--- src/rtl/ray_hit_config.svh ---
`ifndef RAY_HIT_CONFIG_SVH
`define RAY_HIT_CONFIG_SVH

`define RH_Q_BITS        16                   // Fraction bits of every coordinate
`define RH_RAY_DEPTH     8
`define RH_HIT_DEPTH     8
`define RH_DIV_BITS      (32 + `RH_Q_BITS)    // One quotient bit per cycle
`define RH_ADDR_BITS     6

// AXI4-Lite register map, word aligned
`define RH_REG_NORMAL_X  6'h00
`define RH_REG_NORMAL_Y  6'h04
`define RH_REG_NORMAL_Z  6'h08
`define RH_REG_V0_X      6'h0C
`define RH_REG_V0_Y      6'h10
`define RH_REG_V0_Z      6'h14
`define RH_REG_CTRL      6'h18                // Bit 0 is enable
`define RH_REG_RAY_CNT   6'h1C                // Read only
`define RH_REG_PAR_CNT   6'h20                // Read only

`endif
--- src/rtl/ray_hit_pkg.sv ---
`default_nettype none
`include "ray_hit_config.svh"

package ray_hit_pkg;

    typedef logic signed [31:0] coord_t;      // Signed fixed point

    typedef struct packed {
        coord_t x;
        coord_t y;
        coord_t z;
    } vec3_t;

    typedef struct packed {
        vec3_t origin;
        vec3_t dir;
    } ray_t;

    typedef struct packed {
        vec3_t point;
        logic  parallel;                      // Ray runs parallel to the plane
    } hit_t;

    // Fixed point product, the 64 bit result shifted back by the fraction bits
    function automatic coord_t fx_mul(input coord_t a, input coord_t b);
        logic signed [63:0] prod;
        prod = a * b;
        return coord_t'(prod >>> `RH_Q_BITS);
    endfunction

endpackage

`default_nettype wire

--- src/rtl/fifo_array.sv ---
`timescale 1ns/10ps
`default_nettype none

module fifo_array #(
    parameter type payload_t = ray_hit_pkg::ray_t,
    parameter int  depth     = 8
) (
    input  logic     clock,
    input  logic     arst_n,
    input  logic     wr_en,
    input  payload_t din,
    output logic     full,
    input  logic     rd_en,
    output payload_t dout,
    output logic     empty
);

localparam int ptr_bits = (depth > 1) ? $clog2(depth) : 1;

payload_t            mem [depth];
logic [ptr_bits-1:0] wr_ptr;
logic [ptr_bits-1:0] rd_ptr;
logic [ptr_bits:0]   count;
logic                do_wr;
logic                do_rd;

function automatic logic [ptr_bits-1:0] next_ptr(input logic [ptr_bits-1:0] ptr);
    return (ptr == ptr_bits'(depth - 1)) ? '0 : ptr + 1'b1;
endfunction

always_comb begin
    full  = (count == (ptr_bits + 1)'(depth));
    empty = (count == '0);
    do_wr = wr_en && !full;
    do_rd = rd_en && !empty;
    dout  = mem[rd_ptr];                          // Head entry shows while not empty
end

always_ff @(posedge clock) begin
    if (do_wr) begin
        mem[wr_ptr] <= din;
    end
end

always_ff @(posedge clock or negedge arst_n) begin
    if (!arst_n) begin
        wr_ptr <= '0;
        rd_ptr <= '0;
        count  <= '0;
    end else begin
        if (do_wr) begin
            wr_ptr <= next_ptr(wr_ptr);
        end
        if (do_rd) begin
            rd_ptr <= next_ptr(rd_ptr);
        end
        case ({do_wr, do_rd})
            2'b10:   count <= count + 1'b1;
            2'b01:   count <= count - 1'b1;
            default: count <= count;
        endcase
    end
end

// The producer and consumer both honour the flags
assert property (@(posedge clock) disable iff (!arst_n) !(wr_en && full))
    else $error("fifo_array: write while full");

assert property (@(posedge clock) disable iff (!arst_n) !(rd_en && empty))
    else $error("fifo_array: read while empty");

endmodule

`default_nettype wire

--- config.mk ---
export PLATFORM = sky130hd
export DESIGN_NAME = fifo_array
export DESIGN_NICKNAME = d
export VERILOG_FILES = /design/src/rtl/ray_hit_pkg.sv /design/src/rtl/fifo_array.sv
export VERILOG_INCLUDE_DIRS = /design/src /design/src/rtl
export SDC_FILE = /design/constraint.sdc
export NUM_CORES = 2
export LEC_CHECK = 0
export ABC_AREA = 0
export BUFFER_PORTS_ARGS = -buffer_cell sky130_fd_sc_hd__buf_4
export CAP_MARGIN = 25
export CORE_MARGIN = 2
export CORE_UTILIZATION = 43
export DETAILED_ROUTE_END_ITERATION = 7
export PLACE_DENSITY = 0.66
export SYNTH_ARGS = -nofsm -noshare
export SYNTH_HDL_FRONTEND = slang
export SYNTH_SLANG_ARGS = --single-unit
--- constraint.sdc ---
create_clock -name clock -period 59.6 [get_ports clock]
set_input_delay 5.96 -clock clock [delete_from_list [all_inputs] [get_ports clock]]
set_output_delay 5.96 -clock clock [all_outputs]
set_load 0.005 [all_outputs]
# --- Yosys cells after proc, flatten, opt, wreduce, memory -nomap -nowiden ---
# Memories as Yosys holds them, arrays and structs flattened.
# Index checks and enable logic that the tools add are counted.
totals:
  regBits: 10
  latch_bits: 0
  ram_bits: 1536
  romBits: 0
  inputBits: 196
  output_inout_bits: 194
  word_cells: 24
  memories: 1
classes:
  add_sub_neg: 4
  mul: 0
  div: 0
  magnitude_cmp: 0
  eq_ne: 5
  shift: 0
  mux: 5
  bitwise_logic: 0
  n_reduce_logical: 6
memory_table:
  columns: ["memory", "words", "word_bits", "read_ports", "rd_clocked_by_memory_dff", "write_ports", "line", "rtl"]
  rows:
  - ["mem", 8, 192, 1, 0, 1, "fifo_array.sv:20", "payload_t mem [depth];"]
op_table:
  columns: ["op", "count"]
  rows:
  - ["4-bit case mux with 2 select lines", 1]
  - ["3-bit by 1-bit adder with 3-bit output, second input constant", 2]
  - ["3-bit equality test, second input constant", 2]
  - ["3-bit 2-to-1 mux", 2]
  - ["4-bit by 1-bit adder with 4-bit output, second input constant", 1]
  - ["4-bit equality test, second input constant", 1]
  - ["4-bit zero test", 1]
  - ["4-bit by 1-bit subtractor with 4-bit output, second input constant", 1]
  - ["2-bit by 1-bit equality test with 1-bit output, second input constant", 1]
  - ["2-bit equality test, second input constant", 1]
  - ["1-bit logical AND", 2]
  - ["1-bit zero test", 2]
  - ["1-bit 2-to-1 mux", 2]
  - ["2-bit nonzero test", 1]

# --- Longest topological paths before layout ---
depth:
  word_depth: 5
  mapped_depth: 8
  mapped_depth_nobuf: 7

# --- Worst setup path after synthesis ---
# Ideal clock, no wire load.
synth_timing:
  kind: "input-to-reg"
  startpoint: "input port wr_en"
  endpoint: "memory mem[0][0] in the netlist's numbering, enable pin"
  setup_ns: 1.213
  arrival_ns: 24.100
  setup_slack_ns: 34.288
  stages: 2
  n_path_buf: 0
  cell_sequence: "nand2_2 > nor4_1"
synth_between:
  elab_chain_len: 3
synth_rtl:
  columns: ["element", "line", "rtl"]
  rows:
  - ["start, declared", "fifo_array.sv:10", "input logic wr_en,"]
  - ["1-bit logical AND", "fifo_array.sv:34", "do_wr = wr_en && !full;"]
  - ["1-bit 2-to-1 mux", "fifo_array.sv:40", "if (do_wr) begin"]
  - ["1-bit 2-to-1 mux (not written as such)", "fifo_array.sv:41", "mem[wr_ptr] <= din;"]
  - ["end, declared", "fifo_array.sv:20", null]
# No other way between the ends.

==> flow_metrics.tcl <==
set metrics [dict create \
    synth_top_cell_area_share_pct 79.08 \
    cts_buffers 157 \
    overflow 0 \
    run_status "completed" \
    synth_fa_ha_area_share_pct 0.1845 \
    grt_max_degree 154 \
    cts_resized 0 \
    final_area_um2 68320 \
    finalCriticalPeriod_ns 11.53 \
    arrival_ns 5.57 \
    synth_xor_area_share_pct 0.03003 \
    synthToLayoutAreaGrowth_pct 17.14 \
    min_path_type "register to register" \
    r2r_setup_slack_ns 55.70 \
    cts_max_path_buffers 3 \
    die_h_um 372.3 \
    tns_ns 0 \
    yosysMostFrequentCell "edfxtp_1" \
    dr.pass1.iters 7 \
    grt_setup_unrepaired "false" \
    drc 0 \
    first_global_vias 27380 \
    grt_use_total_pct 17.77 \
    synthArstFlopShare_pct 0.6468 \
    die_w_um 372.3 \
    portBuffers 389 \
    nets 2976 \
    synth_compound_area_share_pct 0.1137 \
    fp.dieArea_um2 138600 \
    syn_area_per_cell_um2 25.50 \
    wl_per_cell_um 26.36 \
    preCtsSetupSlack_ns 48.34 \
    clk_pin_slew_ns 0.06 \
    cp_slowest_cell "dfrtp_4" \
    synth_area_leaders "edfxtp_1 (79%), mux4_2 (15%), mux2_2 (3.8%)" \
    vdd_drop_max_uv 39.88 \
    cp.required_ns 53.64 \
    power_density_nw_per_um2 49.46 \
    startpoint_type "register" \
    core_um2 135000 \
    ant_nets 0 \
    placed_area_um2 63250 \
    slowest_delay_ns 0.88 \
    fin_skew_ns 0.03164 \
    clock_sinks 1546 \
    synthTopCellsByCount "edfxtp_1 (1536), mux4_2 (384), mux2_2 (198)" \
    reg2reg_from "count[0]" \
    crit_path_max_fanout 84 \
    cts_setup_buffers 0 \
    setup_viol 0 \
    totalWireLength_mm 123.5 \
    ys_ff_latch 1546 \
    hold_path_end "count[2]" \
    pin_count 390 \
    cpMostUsedCell "buf_4" \
    worst_slack_ns 48.07 \
    worst_pin_slew_ns 1.058 \
    cts_tree "yes" \
    critPathKind "register to output port" \
    finalMaxSlewViolations 0 \
    vias 25530 \
    slew_headroom_pct 29.49 \
    hp-start "count[2]" \
    synth-simple-area-share_pct 0.2446 \
    initial_core_util_pct 43.22 \
    ys_types 32 \
    via_per_inst 5.447 \
    rr_worst_depth 6 \
    hold_path_depth 2 \
    grt_pass1_wl_mm 178.7 \
    cts_max_level 4 \
    leakagePower_nw 21.99 \
    ys_warn_count 0 \
    fill_cells 10340 \
    synth-edff-count 1536 \
    hpwl_mm 66.45 \
    finalCritPeriodShare_pct 19.35 \
    finalHoldViolCount 0 \
    syn_area_um2 58330 \
    yosysTopAreaCell "edfxtp_1" \
    path_cells "buf_4 > buf_16 > buf_4 > buf_12 > buf_4 > buf_16 > mux4_2 > mux2_2 > buf_4" \
    synth_nets 2491 \
    end_kind "output port" \
    drive_above_1_share_pct 43.04 \
    cts_root_buffer "clkbuf_16" \
    synth_flop_cell "edfxtp_1" \
    reg2reg_to "mem[2][39]" \
    max_freq_mhz 86.73 \
    drt_iter0_drc 1902 \
    syn_inst 2287 \
    antenna_found_initial 19 \
    synth_top_family_by_area "multiplexers" \
    maxCapViolations 0 \
    yosysSeqAreaShare_pct 79.51 \
    insertion_delay_ns 0.77 \
    ctsHoldBuffers 0 \
    rows 135 \
    synth.area.mux_share_pct 18.67 \
    place.gp.congestion 0.7245 \
]
==> how the worst max path moves through the flow <==
stage / start / endpoint / slack (ns)
2_1_floorplan: wr_en / mem[0][0] / 34.29
3_3_place_gp: rd_ptr[0] / dout[29] / 48.13
3_5_place_dp: rd_ptr[0] / dout[16] / 48.34
4_1_cts: rd_ptr[0] / dout[16] / 47.47
5_1_grt: rd_ptr[0] / dout[16] / 47.52
6_report: rd_ptr[0] / dout[16] / 48.07
==> cell usage in the layout (no fill, tap or decap), drive strengths merged <==
cell type / synthesis / final
edfxtp: 1536 / 1536
nor4: 2 / 2
diode: 0 / 9
nor3b: 3 / 3
xnor2: 1 / 1
nand2: 3 / 3
or4b: 2 / 2
ha: 7 / 7
mux4: 384 / 384
nand3: 3 / 3
a21oi: 2 / 2
nor3: 5 / 5
a21o: 1 / 1
clkbuf: 36 / 193
clkinv: 0 / 70
fa: 1 / 1
a2111o: 1 / 1
bufinv: 0 / 14
o41ai: 1 / 1
o211ai: 1 / 1
xor2: 1 / 1
nor2: 4 / 4
inv: 6 / 11
o311ai: 1 / 1
clkinvlp: 0 / 2
mux2i: 1 / 1
nor2b: 1 / 1
dfrtp: 10 / 10
nand2b: 2 / 2
o21ai: 1 / 1
mux2: 198 / 198
buf: 73 / 435
==> routing by layer <==
metal	up-vias	global-route usage, %	wire [um]	part of all wire, %
li1	10870	-	-	-
met1	13680	22.17	48010	39
met2	745	30.22	63460	51
met3	212	5.018	9213	7.5
met4	24	5.344	2695	2.2
met5	-	0	156	0.13
==> metrics by stage <==
| stage | std cells | hold WS, ns | util [%] | power [mW] |
|---|---|---|---|---|
| 2_1_floorplan | 2287 | 0.5305 | - | 2.124 |
| 3_3_place_gp | 4392 | 0.5702 | 46.84 | 2.452 |
| 3_5_place_dp | 4393 | 0.5918 | 46.86 | 2.478 |
| 4_1_cts | 4677 | 0.6114 | 50.59 | 3.435 |
| 5_1_grt | 4682 | 0.6704 | 50.61 | 3.532 |
| 6_report | 4687 | 0.6151 | 50.62 | 3.379 |
==> final cells by class <==
cell class | instances | area, um^2 | area share, %
multi-input cells | 626 | 11270 | 16.50
inverters | 6 | 22.52 | 0.03296
diodes | 9 | 22.52 | 0.03296
clock inverters | 91 | 895.9 | 1.311
flip-flops and latches | 1546 | 46390 | 67.89
well taps | 1781 | 2228 | 3.262
clock buffers | 193 | 4128 | 6.042
repair buffers | 435 | 3368 | 4.930
==> power by group <==
part	switching, mW	internal [mW]
Clock	0.394	0.554
Combinational	0.483	0.521
Sequential	0.0589	1.37
Total	0.936	2.44
==> critical path, delay by kind of cell, from the launching register on <==
family,cells,cell delay (ns)
muxes,2,0.85
DFF,1,0.88
buffers and inverters,7,2.78
==> registers in the layout (all words and copies together) (netlist names) <==
signal,cells
count,4
mem,1536
wr_ptr,3
rd_ptr,3
==> cell families (layout without fill, tap and decap cells) <==
family          count (synthesis)  count (layout)
other cells                     0               9
simple gates                   25              25
flops                        1546            1546
fa+ha+maj                       8               8
mux                           583             583
compound gates                  8               8
xor+xnor                        2               2
buf+inv                       115             725
No activity file was read; power rests on OpenSTA's default activity.
