File: config.mk
export PLATFORM = sky130hd
export DESIGN_NAME = tri_regs
export DESIGN_NICKNAME = d
export VERILOG_FILES = /design/src/rtl/ray_hit_pkg.sv /design/src/rtl/tri_regs.sv
export VERILOG_INCLUDE_DIRS = /design/src /design/src/rtl
export SDC_FILE = /design/constraint.sdc
export NUM_CORES = 1
export LEC_CHECK = 0
export BUFFER_PORTS_ARGS = -buffer_cell sky130_fd_sc_hd__buf_4
export CAP_MARGIN = 30
export CELL_PAD_IN_SITES_DETAIL_PLACEMENT = 0
export CELL_PAD_IN_SITES_GLOBAL_PLACEMENT = 2
export CORE_MARGIN = 10
export CORE_UTILIZATION = 38
export CTS_BUF_LIST = sky130_fd_sc_hd__clkbuf_8
export CTS_CLUSTER_SIZE = 28
export DETAILED_ROUTE_END_ITERATION = 8
export GPL_ROUTABILITY_DRIVEN = 0
export PLACE_DENSITY = 0.9
export SKIP_CTS_REPAIR_TIMING = 1
export SYNTH_ARGS = -nofsm -noshare
export SYNTH_HDL_FRONTEND = slang
export SYNTH_SLANG_ARGS = --single-unit
File: constraint.sdc
create_clock -name clock -period 2.2 [get_ports clock]
set_clock_uncertainty 0.05 [all_clocks]
set_input_delay 0.66 -clock clock [delete_from_list [all_inputs] [get_ports clock]]
set_output_delay 0.66 -clock clock [all_outputs]
set_load 0.02 [all_outputs]
File: src/rtl/ray_hit_config.svh
`ifndef RAY_HIT_CONFIG_SVH
`define RAY_HIT_CONFIG_SVH

`define RH_Q_BITS        16                   // Fraction bits of every coordinate
`define RH_RAY_DEPTH     8
`define RH_HIT_DEPTH     8
`define RH_DIV_BITS      (32 + `RH_Q_BITS)    // One quotient bit per cycle
`define RH_ADDR_BITS     6

// AXI4-Lite register map, word aligned
`define RH_REG_NORMAL_X  6'h00
`define RH_REG_NORMAL_Y  6'h04
`define RH_REG_NORMAL_Z  6'h08
`define RH_REG_V0_X      6'h0C
`define RH_REG_V0_Y      6'h10
`define RH_REG_V0_Z      6'h14
`define RH_REG_CTRL      6'h18                // Bit 0 is enable
`define RH_REG_RAY_CNT   6'h1C                // Read only
`define RH_REG_PAR_CNT   6'h20                // Read only

`endif
File: src/rtl/ray_hit_pkg.sv
`default_nettype none
`include "ray_hit_config.svh"

package ray_hit_pkg;

    typedef logic signed [31:0] coord_t;      // Signed fixed point

    typedef struct packed {
        coord_t x;
        coord_t y;
        coord_t z;
    } vec3_t;

    typedef struct packed {
        vec3_t origin;
        vec3_t dir;
    } ray_t;

    typedef struct packed {
        vec3_t point;
        logic  parallel;                      // Ray runs parallel to the plane
    } hit_t;

    // Fixed point product, the 64 bit result shifted back by the fraction bits
    function automatic coord_t fx_mul(input coord_t a, input coord_t b);
        logic signed [63:0] prod;
        prod = a * b;
        return coord_t'(prod >>> `RH_Q_BITS);
    endfunction

endpackage

`default_nettype wire

File: src/rtl/tri_regs.sv
`timescale 1ns/10ps
`default_nettype none
`include "ray_hit_config.svh"

module tri_regs (
    input  logic                      clock,
    input  logic                      arst_n,
    input  logic [`RH_ADDR_BITS-1:0]  awaddr,
    input  logic                      awvalid,
    output logic                      awready,
    input  logic [31:0]               wdata,
    input  logic [3:0]                wstrb,
    input  logic                      wvalid,
    output logic                      wready,
    output logic [1:0]                bresp,
    output logic                      bvalid,
    input  logic                      bready,
    input  logic [`RH_ADDR_BITS-1:0]  araddr,
    input  logic                      arvalid,
    output logic                      arready,
    output logic [31:0]               rdata,
    output logic [1:0]                rresp,
    output logic                      rvalid,
    input  logic                      rready,
    output ray_hit_pkg::vec3_t        normal,
    output ray_hit_pkg::vec3_t        v0,
    output logic                      enable,
    input  logic                      ray_done,
    input  logic                      parallel_seen
);

import ray_hit_pkg::*;

localparam logic [1:0] resp_okay   = 2'b00;
localparam logic [1:0] resp_slverr = 2'b10;

coord_t      tri_q [6];                       // Normal x y z, then v0 x y z
logic [31:0] ray_cnt;
logic [31:0] par_cnt;
logic        wr_fire;

function automatic coord_t apply_strb(input coord_t old_val, input logic [31:0] data,
                                      input logic [3:0] strb);
    coord_t res;
    res = old_val;
    for (int b = 0; b < 4; b++) begin
        if (strb[b]) begin
            res[8*b +: 8] = data[8*b +: 8];
        end
    end
    return res;
endfunction

assign normal  = '{x: tri_q[0], y: tri_q[1], z: tri_q[2]};
assign v0      = '{x: tri_q[3], y: tri_q[4], z: tri_q[5]};
assign wr_fire = awvalid && wvalid && !bvalid;
assign awready = wr_fire;                     // Address and data accepted together
assign wready  = wr_fire;
assign arready = !rvalid;

// ****************************************
// Write channel
// ****************************************
always_ff @(posedge clock or negedge arst_n) begin
    if (!arst_n) begin
        tri_q  <= '{default: '0};
        enable <= 1'b0;
        bvalid <= 1'b0;
        bresp  <= resp_okay;
    end else begin
        if (bvalid && bready) begin
            bvalid <= 1'b0;
        end
        if (wr_fire) begin
            bvalid <= 1'b1;
            bresp  <= resp_okay;
            case (awaddr)
                `RH_REG_NORMAL_X: tri_q[0] <= apply_strb(tri_q[0], wdata, wstrb);
                `RH_REG_NORMAL_Y: tri_q[1] <= apply_strb(tri_q[1], wdata, wstrb);
                `RH_REG_NORMAL_Z: tri_q[2] <= apply_strb(tri_q[2], wdata, wstrb);
                `RH_REG_V0_X:     tri_q[3] <= apply_strb(tri_q[3], wdata, wstrb);
                `RH_REG_V0_Y:     tri_q[4] <= apply_strb(tri_q[4], wdata, wstrb);
                `RH_REG_V0_Z:     tri_q[5] <= apply_strb(tri_q[5], wdata, wstrb);
                `RH_REG_CTRL:     enable   <= wstrb[0] ? wdata[0] : enable;
                default:          bresp    <= resp_slverr;  // Counters and holes
            endcase
        end
    end
end

always_ff @(posedge clock or negedge arst_n) begin
    if (!arst_n) begin
        ray_cnt <= '0;
        par_cnt <= '0;
    end else begin
        ray_cnt <= ray_cnt + {31'b0, ray_done};    // Wraps at 2**32
        par_cnt <= par_cnt + {31'b0, parallel_seen};
    end
end

// ****************************************
// Read channel
// ****************************************
always_ff @(posedge clock or negedge arst_n) begin
    if (!arst_n) begin
        rvalid <= 1'b0;
        rdata  <= '0;
        rresp  <= resp_okay;
    end else begin
        if (rvalid && rready) begin
            rvalid <= 1'b0;
        end
        if (arvalid && arready) begin
            rvalid <= 1'b1;
            rresp  <= resp_okay;
            case (araddr)
                `RH_REG_NORMAL_X: rdata <= tri_q[0];
                `RH_REG_NORMAL_Y: rdata <= tri_q[1];
                `RH_REG_NORMAL_Z: rdata <= tri_q[2];
                `RH_REG_V0_X:     rdata <= tri_q[3];
                `RH_REG_V0_Y:     rdata <= tri_q[4];
                `RH_REG_V0_Z:     rdata <= tri_q[5];
                `RH_REG_CTRL:     rdata <= {31'b0, enable};
                `RH_REG_RAY_CNT:  rdata <= ray_cnt;
                `RH_REG_PAR_CNT:  rdata <= par_cnt;
                default: begin
                    rdata <= '0;
                    rresp <= resp_slverr;
                end
            endcase
        end
    end
end

assert property (@(posedge clock) disable iff (!arst_n) bvalid && !bready |=> bvalid)
    else $error("tri_regs: bvalid dropped before bready");

endmodule

`default_nettype wire

### After elaboration in Yosys (flattened, before gate mapping)

Cells that the tools add are included.

* bits in registers: 295
* input bits: 57
* logic and storage cells: 93

* $add $sub $neg: 2
* eq/ne operators: 14
* mux-type cells: 7
* reduce and logical (&&, ||, !) cells: 38

Operator list (number)
* case mux 32 bit (9 select lines): 1
* AND reduction 3 bit: 25
* adder 32 x 1 -> 32 bit: 2
* equality test 6 x 5 -> 1 bit, second input constant: 7
* equality test 6 x 4 -> 1 bit, second input constant: 4
* equality test 6 x 3 -> 1 bit, second input constant: 2
* zero test 6 bit: 2
* OR reduction 9 bit: 1
* OR reduction 7 bit: 1
* equality test 6 bit, second input constant: 1
* logical AND 1 bit: 5
* two-way mux 1 bit: 4
* two-way mux 2 bit: 2
* nonzero test 2 bit: 2
* zero test 1 bit: 2

### Depth between registers and ports, before layout

* word-level depth: 3
* gate-level depth with buffers: 9
* gate-level depth less buffers: 7

### Least setup slack after synthesis

OpenSTA, ideal clock, no wires.

* path kind: input port to flip-flop
* start: in awvalid
* end: reg tri_q (netlist bit normal[15])
* arrival: 2.132 ns
* required time: 2.022 ns
* setup slack: -0.109 ns
* cell stages on the path: 6
* cell sequence: nand2_1 > nor2_1 > and2_1 > clkbuf_1 > nand2_1 > mux2_1

* longest elaborated chain between the ends: 3

Ends and longest elaborated chain
* start: declaration: RTL line tri_regs.sv:9 `input logic awvalid,`
* logical AND 1 bit (2 in series): RTL line tri_regs.sv:56 `assign wr_fire = awvalid && wvalid && !bvalid;`
* via awready: RTL line tri_regs.sv:10 `output logic awready,`
* AND reduction 3 bit (no source line)
* end: declaration: RTL line tri_regs.sv:37 `coord_t tri_q [6];`

The timed path passes the listed nets, and every way through them passes these cells.
A chain may end at the register's enable or synchronous reset.

### Worst setup path in the final report

* start: reg bvalid
* end: out awready

* longest elaborated chain between the ends: 2

Ends and longest elaborated chain
* start: declaration: RTL line tri_regs.sv:16 `output logic bvalid,`
* start signal: assignment: RTL line tri_regs.sv:68 `bvalid <= 1'b0;`
* start signal: assignment: RTL line tri_regs.sv:72 `bvalid <= 1'b0;`
* start signal: assignment: RTL line tri_regs.sv:75 `bvalid <= 1'b1;`
* zero test 1 bit: RTL line tri_regs.sv:56
* logical AND 1 bit: RTL line tri_regs.sv:56
* end: declaration: RTL line tri_regs.sv:10

No other way between the ends.

==> run_summary.xml <==
<?xml version="1.0" encoding="UTF-8"?>
<metrics>
  <group name="critical_path">
    <metric name="register_to_register_path_depth" unit="">7</metric>
    <metric name="worstPathMaxFanout" unit="">4</metric>
    <metric name="cp_cell_sequence" unit="">nor2_4, buf_4, buf_4</metric>
    <metric name="end_kind" unit="">output pin</metric>
    <metric name="critical_path.top_delay_family" unit="">flip-flops</metric>
    <metric name="crit-reg2reg-capture" unit="">par_cnt[16]</metric>
    <metric name="startpoint_type" unit="">register</metric>
    <metric name="cp_data_required_time" unit="ns">1.49</metric>
    <metric name="setup.worst_path.class" unit="">register to output pin</metric>
    <metric name="worst_ep_arrival_time" unit="ns">1.39</metric>
    <metric name="critPathBufInv" unit="">2</metric>
    <metric name="cpMostUsedCell" unit="">buf_4</metric>
    <metric name="worstReg2RegStart" unit="">par_cnt[0]</metric>
    <metric name="cp_max_stage_cell" unit="">dfrtp_1</metric>
    <metric name="r2r_slack" unit="ns">0.21</metric>
    <metric name="critical_path.max_stage_delay" unit="ns">0.44</metric>
  </group>
  <group name="route">
    <metric name="drtPass1Iterations" unit="">5</metric>
    <metric name="route.met3.wl" unit="µm">3630</metric>
    <metric name="wire_per_inst" unit="µm">25.6</metric>
    <metric name="initial_drc_count" unit="">889</metric>
    <metric name="route.final.wire_length" unit="µm">48400</metric>
    <metric name="ant_nets" unit="">0</metric>
    <metric name="viasPerCell" unit="">5.52</metric>
    <metric name="wl_met2" unit="µm">23300</metric>
    <metric name="drt-met1-wl" unit="µm">19900</metric>
    <metric name="drcViolationCount" unit="">0</metric>
    <metric name="top_layer" unit="">met5</metric>
    <metric name="detailroute.via_count" unit="">10400</metric>
  </group>
  <group name="power">
    <metric name="share_clk_of_total_power" unit="%">38.9</metric>
    <metric name="ir_worst_vdd" unit="mV">0.396</metric>
    <metric name="p_int" unit="mW">8.84</metric>
    <metric name="power_density" unit="nW/µm²">678</metric>
    <metric name="finalPower" unit="mW">12.2</metric>
    <metric name="power_switching_share" unit="%">27.3</metric>
    <metric name="leakage" unit="nW">9.13</metric>
    <metric name="seqPwrFrac" unit="%">49.5</metric>
    <metric name="combPwrFrac" unit="%">11.7</metric>
    <metric name="power.net_switching" unit="mW">3.31</metric>
  </group>
  <group name="clocking">
    <metric name="worst_setup_hold_path_clk_slew" unit="ns">0.06</metric>
    <metric name="cts_inserted_buffers" unit="">50</metric>
    <metric name="root_buffer" unit="">clkbuf_8</metric>
    <metric name="clock_sink_count" unit="">293</metric>
    <metric name="worst_skew_pair.late_latency" unit="ns">0.60</metric>
    <metric name="clock_tree.htree_level_count" unit="">2</metric>
    <metric name="cts_tree" unit="">done</metric>
    <metric name="buffer_depth_of_the_longest_clock_path" unit="">3</metric>
  </group>
  <group name="final_layout">
    <metric name="antenna_cells_inserted" unit="">0</metric>
    <metric name="layout_common_cells" unit="">buf_4, dfrtp_1, mux2_2</metric>
    <metric name="syn2layout_area_growth" unit="%">35.8</metric>
    <metric name="mostFrequentLayoutCell" unit="">buf_4</metric>
    <metric name="final_nets" unit="">1464</metric>
    <metric name="finalCoreUtilization" unit="%">52.1</metric>
    <metric name="drive_above_1_share" unit="%">47.6</metric>
    <metric name="final_cells" unit="">1891</metric>
  </group>
  <group name="sta">
    <metric name="timing.hold.ws" unit="ns">0.199</metric>
    <metric name="period_utilization_post_route" unit="%">95.6</metric>
    <metric name="grt_setup_unrepaired" unit="">false</metric>
    <metric name="fin_tns_setup" unit="ns">0</metric>
    <metric name="hold_vio_cnt_final" unit="">0</metric>
    <metric name="timing_worst_slew_pin_value" unit="ns">0.607</metric>
    <metric name="worst_slew_margin_rel" unit="%">59.5</metric>
    <metric name="final_count_of_pins_violating_max_slew" unit="">0</metric>
    <metric name="finalWorstPathRequiredPeriod" unit="ns">2.10</metric>
    <metric name="fmax" unit="MHz">475</metric>
    <metric name="setup_viol" unit="">0</metric>
  </group>
  <group name="flow_run">
    <metric name="drv_cap" unit="">0</metric>
  </group>
  <group name="placement">
    <metric name="hpwl_dp" unit="µm">37000</metric>
    <metric name="portBuffers" unit="">288</metric>
    <metric name="placed_cells_incl_taps" unit="">1803</metric>
  </group>
  <group name="yosys">
    <metric name="ys_warn_count" unit="">0</metric>
    <metric name="synth_seq_cells" unit="">293</metric>
    <metric name="synth_async_sr_flop_share" unit="%">100</metric>
    <metric name="synth_enable_flop_cells" unit="">0</metric>
    <metric name="average_size_of_a_mapped_cell" unit="µm²">13.2</metric>
    <metric name="synth_area" unit="µm²">13200</metric>
    <metric name="synth_sequential_area_ratio" unit="%">55.6</metric>
    <metric name="synthesis.instances" unit="">998</metric>
    <metric name="synth_cell_types" unit="">44</metric>
    <metric name="synthFlopType" unit="">dfrtp_1</metric>
  </group>
  <group name="global_route">
    <metric name="grt_antenna_before_repair" unit="">1</metric>
    <metric name="grt_max_degree" unit="">58</metric>
    <metric name="gr-usage-all-layers" unit="%">22.3</metric>
    <metric name="first_global_vias" unit="">10800</metric>
    <metric name="remaining_overflow_grt" unit="">0</metric>
    <metric name="wire_length_of_the_first_global_routing_pass" unit="µm">71400</metric>
  </group>
  <group name="die">
    <metric name="die-width" unit="µm">206</metric>
    <metric name="die-area" unit="µm²">42600</metric>
    <metric name="core-area" unit="µm²">34400</metric>
    <metric name="die_h" unit="µm">206</metric>
    <metric name="boundaryPins" unit="">291</metric>
    <metric name="placementRows" unit="">68</metric>
    <metric name="start_util" unit="%">38.4</metric>
  </group>
  <group name="run_status">
    <metric name="run_status" unit="">completed</metric>
  </group>
  <group name="hold_path">
    <metric name="hold-path-cell-count" unit="">2</metric>
    <metric name="holdPathEnd" unit="">bvalid</metric>
    <metric name="min_from" unit="">bready</metric>
    <metric name="timing.hold.worst.class" unit="">input pin to register</metric>
  </group>
</metrics>
power by group through the flow:
stage / combinational [mW] / sequential, mW / clock (mW)
final: 1.42 / 6.01 / 4.72
after global routing: 1.53 / 6.04 / 5.08
after CTS: 1.43 / 6.01 / 4.83
after detailed placement: 1.42 / 6.10 / 0
after global placement: 1.40 / 6.09 / 0
after floorplan: 0.471 / 6.14 / 0
area by class of cell:
| cell class | instances | area [µm²] |
|---|---|---|
| inverter | 4 | 15.0 |
| clock buffer | 63 | 867 |
| clock inverter | 22 | 92.6 |
| fill | 3064 | 16500 |
| timing repair buffer | 398 | 3400 |
| tap | 455 | 569 |
| sequential | 293 | 7330 |
| multi-input combinational | 656 | 5650 |
through the flow:
step | cell area (µm²) | worst slack (ns)
final | 17900 | 0.0961
after global routing | 17900 | 0.0226
after CTS | 17900 | -0.108
after detailed placement | 16900 | -0.282
after global placement | 16900 | -0.284
after floorplan | 13200 | 0.0114
kinds of logic (layout without fill, tap and decap cells):
group           after synthesis  in the layout  synth area share (%)
other cells                   1              2                0.0284
fa+ha+maj                     4              4                 0.379
xor+xnor                     60             60                  3.98
mux                         230            230                  21.3
flops                       293            293                  55.6
simple gates                212            212                  8.62
buf+inv                      50            487                  1.88
compound gates              148            148                  8.22
state kept, by name, indices dropped and copies added (netlist names):
register / cells
normal: 96
v0: 96
par_cnt: 32
ray_cnt: 32
rdata: 32
bresp: 1
bvalid: 1
enable: 1
rresp: 1
rvalid: 1
Yosys cell counts (3+ instances only):
cell type,number,area [µm²]
nor3_1,5,25.0
clkbuf_1,24,90.1
dfrtp_1,293,7330
buf_6,4,45.0
nor2_1,16,60.1
a221o_1,7,70.1
and3_1,26,163
nor4_1,6,37.5
and4_1,8,70.1
xnor2_1,46,403
a21oi_1,15,75.1
a222oi_1,12,120
nor4_2,3,37.5
buf_2,15,75.1
and2_1,8,50.1
xor2_1,14,123
a21o_1,16,120
mux2i_1,9,90.1
ha_1,4,50.1
mux2_2,181,2040
o21ai_1,4,20.0
mux4_2,21,473
a22o_1,15,131
nand4_1,15,93.8
inv_1,4,15.0
mux2_1,19,214
buf_4,3,22.5
nand2_1,83,312
nor2b_1,4,25.0
a22oi_1,29,218
a31oi_1,38,238
o21ai_0,9,45.0
nand3_1,30,150
layer usage:
metal | vias to the layer above | global-route usage (%)
met3 | 91 | 5.85
met1 | 5382 | 28.9
met4 | 2 | 7.71
met5 | - | 0
li1 | 4539 | -
met2 | 421 | 35.5
worst reg2reg max path: stages, from the launching register on:
cell and delay (ns):
dfrtp_1 0.39, ha_1 0.19, ha_1 0.18, and4_1 0.22, nand4_1 0.27, nor2_1 0.30, nand3_1 0.13, xnor2_1 0.14
how the worst max path moves through the flow:
stage	cells after the start	slack (ns)	from	endpoint
after floorplan	8	0.01	araddr[2]	rdata[11]
after global placement	7	-0.28	araddr[3]	rdata[7]
after detailed placement	7	-0.28	araddr[3]	rdata[7]
after CTS	3	-0.11	bvalid	awready
after global routing	3	0.02	bvalid	wready
final	3	0.1	bvalid	awready
Power figures use the tool's default switching activity.
